`src/laser_pkg.sv`:
```
`default_nettype none

package laser_pkg;

    // Start bit, eight data bits, stop bit
    localparam int FRAME_BITS = 10;

    // Start sits in bit 0 so the frame goes out LSB first
    typedef struct packed {
        logic       stop;
        logic [7:0] data;
        logic       start;
    } frame_fields_t;

    // Shifted as raw bits on the line, built and read back as fields
    typedef union packed {
        logic [FRAME_BITS-1:0] raw;
        frame_fields_t         fields;
    } frame_word_u;

    // Two-bit drive of one laser, light above enable
    typedef struct packed {
        logic light;
        logic enable;
    } lane_drive_t;

    typedef struct packed {
        lane_drive_t lane1;
        lane_drive_t lane2;
    } laser_drive_t;

endpackage

`default_nettype wire

```
`src/link_pkg.sv`:
```
`default_nettype none

package link_pkg;

    // One transfer unit, one byte per lane
    typedef struct packed {
        logic [7:0] lane2_byte;
        logic [7:0] lane1_byte;
    } byte_pair_t;

    // Received frame words of both lanes, filled by the samplers
    typedef struct packed {
        laser_pkg::frame_word_u lane1;
        laser_pkg::frame_word_u lane2;
    } lane_frames_t;

endpackage

`default_nettype wire

```
`src/bit_timer.sv`:
```
`timescale 1ns/1ps
`default_nettype none

module bit_timer #(
    parameter int CYCLES_PER_BIT = 8
) (
    input  logic clock,
    input  logic reset,
    input  logic run,
    output logic tick,
    output logic vote_window
);

    localparam int COUNT_W = $clog2(CYCLES_PER_BIT);
    localparam int MID     = CYCLES_PER_BIT / 2;

    logic [COUNT_W-1:0] count;

    // Free count within one bit period, parked at zero while idle
    always_ff @(posedge clock, posedge reset) begin
        if (reset) begin
            count <= '0;
        end else if (!run || count == COUNT_W'(CYCLES_PER_BIT - 1)) begin
            count <= '0;
        end else begin
            count <= count + 1'b1;
        end
    end

    // Last cycle of the bit period
    assign tick = run && (count == COUNT_W'(CYCLES_PER_BIT - 1));

    // Three samples around mid-bit
    assign vote_window = run && (count >= COUNT_W'(MID - 1)) && (count <= COUNT_W'(MID + 1));

    a_tick_outside_window: assert property (
        @(posedge clock) disable iff (reset) !(tick && vote_window)
    ) else $error("bit_timer: tick inside the vote window");

endmodule

`default_nettype wire

```
`src/tx_sequencer.sv`:
```
`timescale 1ns/1ps
`default_nettype none

module tx_sequencer (
    input  logic clock,
    input  logic reset,
    input  logic enable,
    input  logic tx_strobe,
    input  logic bit_tick,
    output logic timer_run,
    output logic load,
    output logic shift,
    output logic tx_busy,
    output logic tx_done
);

    enum logic {IDLE, SEND} state;

    logic [3:0] bit_count;
    logic       last_bit;

    assign last_bit = (bit_count == 4'(laser_pkg::FRAME_BITS - 1));

    // Strobe only counts when idle and enabled
    assign load      = (state == IDLE) && tx_strobe && enable;
    assign shift     = (state == SEND) && bit_tick;
    assign tx_busy   = (state == SEND);
    assign timer_run = (state == SEND);
    assign tx_done   = (state == SEND) && bit_tick && last_bit && enable;

    always_ff @(posedge clock, posedge reset) begin
        if (reset) begin
            state <= IDLE;
        end else begin
            case (state)
                IDLE: if (load) state <= SEND;
                // Abort on enable low, otherwise stop after the stop bit
                SEND: if (!enable || (bit_tick && last_bit)) state <= IDLE;
                default: state <= IDLE;
            endcase
        end
    end

    // Bits already sent in the current frame
    always_ff @(posedge clock, posedge reset) begin
        if (reset) begin
            bit_count <= '0;
        end else if (state != SEND || !enable) begin
            bit_count <= '0;
        end else if (bit_tick) begin
            bit_count <= bit_count + 1'b1;
        end
    end

    a_no_strobe_when_busy: assert property (
        @(posedge clock) disable iff (reset) tx_busy |-> !tx_strobe
    ) else $error("tx_sequencer: tx_strobe while tx_busy");

endmodule

`default_nettype wire

```
`src/tx_serializer.sv`:
```
`timescale 1ns/1ps
`default_nettype none

module tx_serializer (
    input  logic                    clock,
    input  logic                    reset,
    input  logic                    enable,
    input  logic                    load,
    input  logic                    shift,
    input  link_pkg::byte_pair_t    tx_pair,
    input  logic                    sending,
    output laser_pkg::laser_drive_t laser_drive
);

    laser_pkg::frame_word_u frame1;
    laser_pkg::frame_word_u frame2;

    // Built by fields, then shifted out raw from bit 0
    always_ff @(posedge clock, posedge reset) begin
        if (reset) begin
            frame1 <= '0;
            frame2 <= '0;
        end else if (load) begin
            frame1.fields <= '{stop: 1'b0, data: tx_pair.lane1_byte, start: 1'b1};
            frame2.fields <= '{stop: 1'b0, data: tx_pair.lane2_byte, start: 1'b1};
        end else if (shift) begin
            frame1.raw <= frame1.raw >> 1;
            frame2.raw <= frame2.raw >> 1;
        end
    end

    // Line idles at 0 whenever no frame is on the way
    always_comb begin
        laser_drive.lane1.light  = sending && frame1.raw[0];
        laser_drive.lane2.light  = sending && frame2.raw[0];
        laser_drive.lane1.enable = enable;
        laser_drive.lane2.enable = enable;
    end

endmodule

`default_nettype wire

```
`src/rx_lane_sampler.sv`:
```
`timescale 1ns/1ps
`default_nettype none

module rx_lane_sampler #(
    parameter int CYCLES_PER_BIT = 8
) (
    input  logic                   clock,
    input  logic                   reset,
    input  logic                   light,
    input  logic                   timer_run,
    input  logic                   vote_window,
    input  logic                   bit_tick,
    output logic                   level,
    output laser_pkg::frame_word_u frame
);

    logic [1:0] sync;
    logic [1:0] vote;

    // Window must stay clear of the bit edges after the two sync cycles
    if (CYCLES_PER_BIT < 6) begin : g_cpb_check
        $error("rx_lane_sampler: CYCLES_PER_BIT must be 6 or more");
    end

    // Two-flop synchronizer on the incoming light
    always_ff @(posedge clock, posedge reset) begin
        if (reset) begin
            sync <= '0;
        end else begin
            sync <= {sync[0], light};
        end
    end

    assign level = sync[1];

    // High samples seen in the vote window
    always_ff @(posedge clock, posedge reset) begin
        if (reset) begin
            vote <= '0;
        end else if (!timer_run || bit_tick) begin
            vote <= '0;
        end else if (vote_window && level) begin
            vote <= vote + 1'b1;
        end
    end

    // Majority bit enters at the top so the oldest bit ends up in bit 0
    always_ff @(posedge clock, posedge reset) begin
        if (reset) begin
            frame <= '0;
        end else if (bit_tick) begin
            frame.raw <= {vote[1], frame.raw[laser_pkg::FRAME_BITS-1:1]};
        end
    end

endmodule

`default_nettype wire

```
`src/rx_sequencer.sv`:
```
`timescale 1ns/1ps
`default_nettype none

module rx_sequencer (
    input  logic                   clock,
    input  logic                   reset,
    input  logic                   level1,
    input  logic                   level2,
    input  logic                   bit_tick,
    input  link_pkg::lane_frames_t frames,
    output logic                   timer_run,
    output link_pkg::byte_pair_t   rx_pair,
    output logic                   rx_valid
);

    enum logic [1:0] {WAIT, RECEIVE, CHECK} state, next_state;

    logic [3:0] bit_count;
    logic       last_bit;
    logic       start_seen;
    logic       stops_ok;

    assign last_bit   = (bit_count == 4'(laser_pkg::FRAME_BITS - 1));
    assign start_seen = level1 || level2;
    assign stops_ok   = !frames.lane1.fields.stop && !frames.lane2.fields.stop;

    // Timer starts in the same cycle the start edge shows up
    assign timer_run = (state == RECEIVE) || (state == WAIT && start_seen);

    always_comb begin
        next_state = state;
        case (state)
            WAIT:    if (start_seen) next_state = RECEIVE;
            RECEIVE: if (bit_tick && last_bit) next_state = CHECK;
            CHECK:   next_state = WAIT;
            default: next_state = WAIT;
        endcase
    end

    always_ff @(posedge clock, posedge reset) begin
        if (reset) begin
            state <= WAIT;
        end else begin
            state <= next_state;
        end
    end

    always_ff @(posedge clock, posedge reset) begin
        if (reset) begin
            bit_count <= '0;
        end else if (state != RECEIVE) begin
            bit_count <= '0;
        end else if (bit_tick) begin
            bit_count <= bit_count + 1'b1;
        end
    end

    // Bad stop on either lane drops the pair without notice
    always_ff @(posedge clock, posedge reset) begin
        if (reset) begin
            rx_valid <= 1'b0;
            rx_pair  <= '0;
        end else begin
            rx_valid <= (state == CHECK) && stops_ok;
            if (state == CHECK && stops_ok) begin
                rx_pair.lane1_byte <= frames.lane1.fields.data;
                rx_pair.lane2_byte <= frames.lane2.fields.data;
            end
        end
    end

    a_valid_single_cycle: assert property (
        @(posedge clock) disable iff (reset) rx_valid |=> !rx_valid
    ) else $error("rx_sequencer: rx_valid held for two cycles");

endmodule

`default_nettype wire

```
`src/laser_link_top.sv`:
```
`timescale 1ns/1ps
`default_nettype none

module laser_link_top #(
    parameter int CYCLES_PER_BIT = 8
) (
    input  logic                    clock,
    input  logic                    reset,
    input  logic                    enable,
    input  link_pkg::byte_pair_t    tx_pair,
    input  logic                    tx_strobe,
    output logic                    tx_busy,
    output logic                    tx_done,
    output laser_pkg::laser_drive_t laser_drive,
    input  logic [1:0]              rx_light,
    output link_pkg::byte_pair_t    rx_pair,
    output logic                    rx_valid
);

    logic tx_timer_run;
    logic tx_tick;
    logic tx_load;
    logic tx_shift;

    logic                   rx_timer_run;
    logic                   rx_tick;
    logic                   rx_vote_window;
    logic                   level1;
    logic                   level2;
    link_pkg::lane_frames_t frames;

    // Transmit path
    tx_sequencer tx_sequencer_i (
        .clock, .reset, .enable, .tx_strobe,
        .bit_tick  (tx_tick),
        .timer_run (tx_timer_run),
        .load      (tx_load),
        .shift     (tx_shift),
        .tx_busy, .tx_done
    );

    bit_timer #(.CYCLES_PER_BIT(CYCLES_PER_BIT)) tx_timer_i (
        .clock, .reset,
        .run         (tx_timer_run),
        .tick        (tx_tick),
        .vote_window ()
    );

    tx_serializer tx_serializer_i (
        .clock, .reset, .enable,
        .load    (tx_load),
        .shift   (tx_shift),
        .tx_pair,
        .sending (tx_busy),
        .laser_drive
    );

    // Receive path, lane 1 on bit 0
    rx_lane_sampler #(.CYCLES_PER_BIT(CYCLES_PER_BIT)) rx_lane1_i (
        .clock, .reset,
        .light (rx_light[0]), .timer_run (rx_timer_run),
        .vote_window (rx_vote_window), .bit_tick (rx_tick),
        .level (level1), .frame (frames.lane1)
    );

    rx_lane_sampler #(.CYCLES_PER_BIT(CYCLES_PER_BIT)) rx_lane2_i (
        .clock, .reset,
        .light (rx_light[1]), .timer_run (rx_timer_run),
        .vote_window (rx_vote_window), .bit_tick (rx_tick),
        .level (level2), .frame (frames.lane2)
    );

    bit_timer #(.CYCLES_PER_BIT(CYCLES_PER_BIT)) rx_timer_i (
        .clock, .reset,
        .run         (rx_timer_run),
        .tick        (rx_tick),
        .vote_window (rx_vote_window)
    );

    rx_sequencer rx_sequencer_i (
        .clock, .reset, .level1, .level2,
        .bit_tick  (rx_tick),
        .frames,
        .timer_run (rx_timer_run),
        .rx_pair, .rx_valid
    );

endmodule

`default_nettype wire

```
`config.mk`:
```
export PLATFORM = sky130hd
export DESIGN_NAME = laser_link_top
export DESIGN_NICKNAME = d
export VERILOG_FILES = /design/src/laser_pkg.sv /design/src/link_pkg.sv /design/src/bit_timer.sv /design/src/tx_sequencer.sv /design/src/tx_serializer.sv /design/src/rx_lane_sampler.sv /design/src/rx_sequencer.sv /design/src/laser_link_top.sv
export SDC_FILE = /design/constraint.sdc
export NUM_CORES = 1
export LEC_CHECK = 0
export ABC_AREA = 1
export BUFFER_PORTS_ARGS = -buffer_cell sky130_fd_sc_hd__buf_2
export CORE_MARGIN = 1.5
export CORE_UTILIZATION = 51
export CTS_CLUSTER_SIZE = 24
export DETAILED_ROUTE_END_ITERATION = 6
export GPL_ROUTABILITY_DRIVEN = 0
export MAX_ROUTING_LAYER = met4
export PLACE_DENSITY = 0.72
export SLEW_MARGIN = 5
export SYNTH_ARGS = -nofsm -noshare
export SYNTH_HDL_FRONTEND = slang
export SYNTH_SLANG_ARGS = --single-unit
```
`constraint.sdc`:
```
create_clock -name clock -period 2.65 [get_ports clock]
set_clock_uncertainty 0.2 [all_clocks]
set_input_delay 0.265 -clock clock [delete_from_list [all_inputs] [get_ports clock]]
set_output_delay 0.265 -clock clock [all_outputs]
set_load 0.05 [all_outputs]
```
==> metrics.md <==
| Metric | Value |
|---|---|
| R2R depth | 6 |
| VDD IR max | 426 uV |
| Core area | 0.00642 mm2 |
| Final Hold Fails | 0 |
| Post-DR wirelength/cell | 11.9 um |
| Mux cell area share after synthesis | 0% |
| Site row count | 29 |
| Maximum number of pins on one net before global-route repair | 38 |
| Syn avg cell area | 9.95 um2 |
| Slew Limit Headroom | 62.5% |
| Count of pins over their slew limit | 0 |
| Hold buffers post-CTS | 20 |
| Synth warnings | 0 |
| Fill count | 519 |
| Synth Area in Simple Gates | 16.0% |
| Power Dens Cells | 778 mW/mm2 |
| Tmin final | 2.25 ns |
| WL final | 5860 um |
| Crit Reg-Reg Endpoint | rx_sequencer_i.bit_count[2]$_DFFE_PP0P_ |
| Yosys cell types | 30 |
| Worst r2r src | rx_timer_i.count[0]$_DFF_PP0_ |
| Setup crit start kind | flop |
| TritonCTS clock tree | built |
| Fraction of registers with async set/reset | 100% |
| Outcome | complete, but fails checks |
| RSZ-0062 raised after global routing | false |
| Max Clock Freq | 444 MHz |
| # clock sinks | 78 |
| Post-Syn Nets | 378 |
| Layout cell share with drive strength beyond 1 | 22.7% |
| Setup bufs post-CTS | 0 |
| DR iter-0 viols | 141 |
| CTS Root Cell | clkbuf_8 |
| Post-Layout Cell Count | 492 |
| GRT Overall Usage | 19.2% |
| CTS clk-pin slew, worst paths | 0.08 ns |
| CP max FO | 7 |
| # resized after CTS | 0 |
| Most frequent cells in the layout | dfrtp_1, nand2_1, inv_1, buf_2 |
| Layout net count | 442 |
| Vias in the first global route | 2466 |
| Ports | 45 |
| Crit path kind | flop to output pin |
| Register area | 0.00195 mm2 |
| Placed wire-length estimate | 3820 um |
| Number of CTS-inserted buffers | 9 |
| Largest family of logic cells by synthesized area | simple AND/OR/NAND/NOR gates |
| First-pass GRT wire length | 10600 um |
| Worst Setup End Kind | output pin |
| Period utilization | 85.0% |
| Synth Area in Compound Gates | 12.5% |
| Pleak | 0.00208 uW |
| Max H-tree Level | 3 |
| Total gr overflow | 0 |
| Failing checks | design-rule violations |
| Placed Cells incl. Taps | 456 |
| Most frequently used flop master after synthesis | dfrtp_1 |
| Average vias per placed instance | 4.97 |
| Clk buf depth | 2 |
| Register area share after synthesis | 56.7% |
| Area of the multi-input gates | 0.00115 mm2 |
| Synth Area in XOR/XNOR | 1.27% |
| DRC violations left | 3 |
| Reg2Reg Setup Slack | 0.78 ns |
| Die H | 85.2 um |
| Arr. time, crit path | 1.79 ns |
| Max-cap violations | 0 |
| Antenna cell count | 0 |
| Worst Hold Path EP | rx_lane2_i.sync[1]$_DFF_PP0_ |
| Setup-failing EPs final | 0 |
| Worst Hold Class | flop to flop |
| Post-synth EDFFs | 0 |
| Drt pass-1 iters | 6 |
| Port Buf Inserts | 44 |
| Hold depth | 0 |
| Req. time, crit path | 2.18 ns |
| Synth Cell Area | 0.00344 mm2 |
| Commonest non-fill, non-tap cell in the layout | dfrtp_1 |
| Die ar. | 0.00725 mm2 |
| Worst min-delay path startpoint | rx_lane2_i.sync[0]$_DFF_PP0_ |
| Synthesis-stage register bit count | 78 |
| Antenna violations before repair | 0 |
| DR vias | 2444 |
| Chip width | 85.2 um |
| Clock Latency Late Sink | 0.35 ns |
| Post-Synth Adder-Cell Area | 3.64% |
| Initial core utilization | 53.6% |
| Slew @ Worst Pin | 0.561 ns |
| Post-DRT Antenna Nets | 0 |
| Gate Count Post-Synth | 346 |
| Final setup TNS | 0 ns |
| Area Overhead vs Synth | 18.4% |
## worst max-delay path by stage
| stage | start | end | cells after the start | slack (ns) |
|---|---|---|---|---|
| detailed placement | rx_timer_i.count[0]$_DFF_PP0_ | rx_sequencer_i.bit_count[2]$_DFFE_PP0P_ | 6 | 0.78 |
| floorplan | reset | rx_lane1_i.frame[1]$_DFFE_PP0P_ | 1 | 0.19 |
| finish | tx_timer_i.count[0]$_DFF_PP0_ | tx_done | 7 | 0.40 |
| global placement | tx_timer_i.count[0]$_DFF_PP0_ | tx_done | 7 | 0.84 |
| CTS | tx_timer_i.count[0]$_DFF_PP0_ | tx_done | 7 | 0.39 |
| global route | tx_timer_i.count[0]$_DFF_PP0_ | tx_done | 7 | 0.20 |
## layout make-up
cell class              instances  share of cell area (%)
clock inverters                 4                    1.32
flip-flops and latches         78                    47.9
inverters                      58                    5.34
repair buffers                 68                    11.1
well taps                      77                    2.36
multi-input cells             195                    28.2
clock buffers                  12                    3.81
## state kept, by name, indices dropped and copies added (netlist names)
signal,count
rx_sequencer_i.rx_pair,16
rx_lane1_i.frame,9
rx_lane2_i.frame,9
tx_serializer_i.frame1,9
tx_serializer_i.frame2,9
rx_sequencer_i.bit_count,4
tx_sequencer_i.bit_count,4
rx_timer_i.count,3
tx_timer_i.count,3
rx_lane1_i.sync,2
rx_lane1_i.vote,2
rx_lane2_i.sync,2
rx_lane2_i.vote,2
rx_sequencer_i.state,2
rx_sequencer_i.rx_valid,1
tx_sequencer_i.timer_run,1
## logic make-up (layout without fill, tap and decap cells)
logic type                 count (synthesis)  after routing
xor gates and xnor gates                   5              5
and+or+nand+nor                          122            122
buffers and inverters                     73            142
AOI/OAI and AO/OA                         58             58
DFF                                       78             78
adders and majority gates                 10             10
## power breakdown
part	switching (uW)	internal [uW]
clock network	431	490
registers	124	1400
logic	452	275
## metal layers
metal  wire [um]  GRT usage (%)  up-vias
met5           0              -        -
met1        2800           24.7     1146
met2        2700           29.7       51
met3         213           4.09       14
met4         150           8.49        0
li1            -              -     1233
## critical path, cell delays in order, from the launching register on
cell     delay [ns]
dfrtp_1        0.37
ha_1           0.16
ha_1           0.28
nand2_2        0.09
nor2_1         0.10
nand3_1        0.10
nor2_1         0.09
buf_2          0.26
## cells in the mapped netlist (2+ instances only)
library cell | n | area (um2)
dfrtp_1 | 78 | 1950
nand2_1 | 73 | 274
inv_1 | 56 | 210
nor2_1 | 20 | 75.1
o21ai_0 | 18 | 90.1
o21ai_2 | 16 | 140
o221ai_1 | 14 | 123
nand3_1 | 12 | 60.1
ha_1 | 10 | 125
nand4_1 | 6 | 37.5
buf_2 | 5 | 25.0
buf_4 | 5 | 37.5
buf_6 | 4 | 45.0
nand2_2 | 3 | 18.8
nand2_4 | 3 | 33.8
xor2_1 | 3 | 26.3
a211oi_1 | 2 | 15.0
a21oi_1 | 2 | 10.0
a21oi_2 | 2 | 17.5
inv_2 | 2 | 7.51
o211ai_1 | 2 | 15.0
xnor2_1 | 2 | 17.5
## stage by stage
step           hold WS [ns]  utilization [%]  power (uW)  area (um2)  worst slack [ns]
3_5_place_dp          0.136             57.1        2260        3670             0.775
4_1_cts               0.160             63.5        3210        4080             0.386
6_report              0.151             63.5        3170        4080             0.398
5_1_grt               0.167             63.5        3380        4080             0.196
3_3_place_gp          0.132             57.1        2210        3670             0.844
2_1_floorplan        0.0964                -        2130        3440             0.190
(Power assumes the default switching activity.)
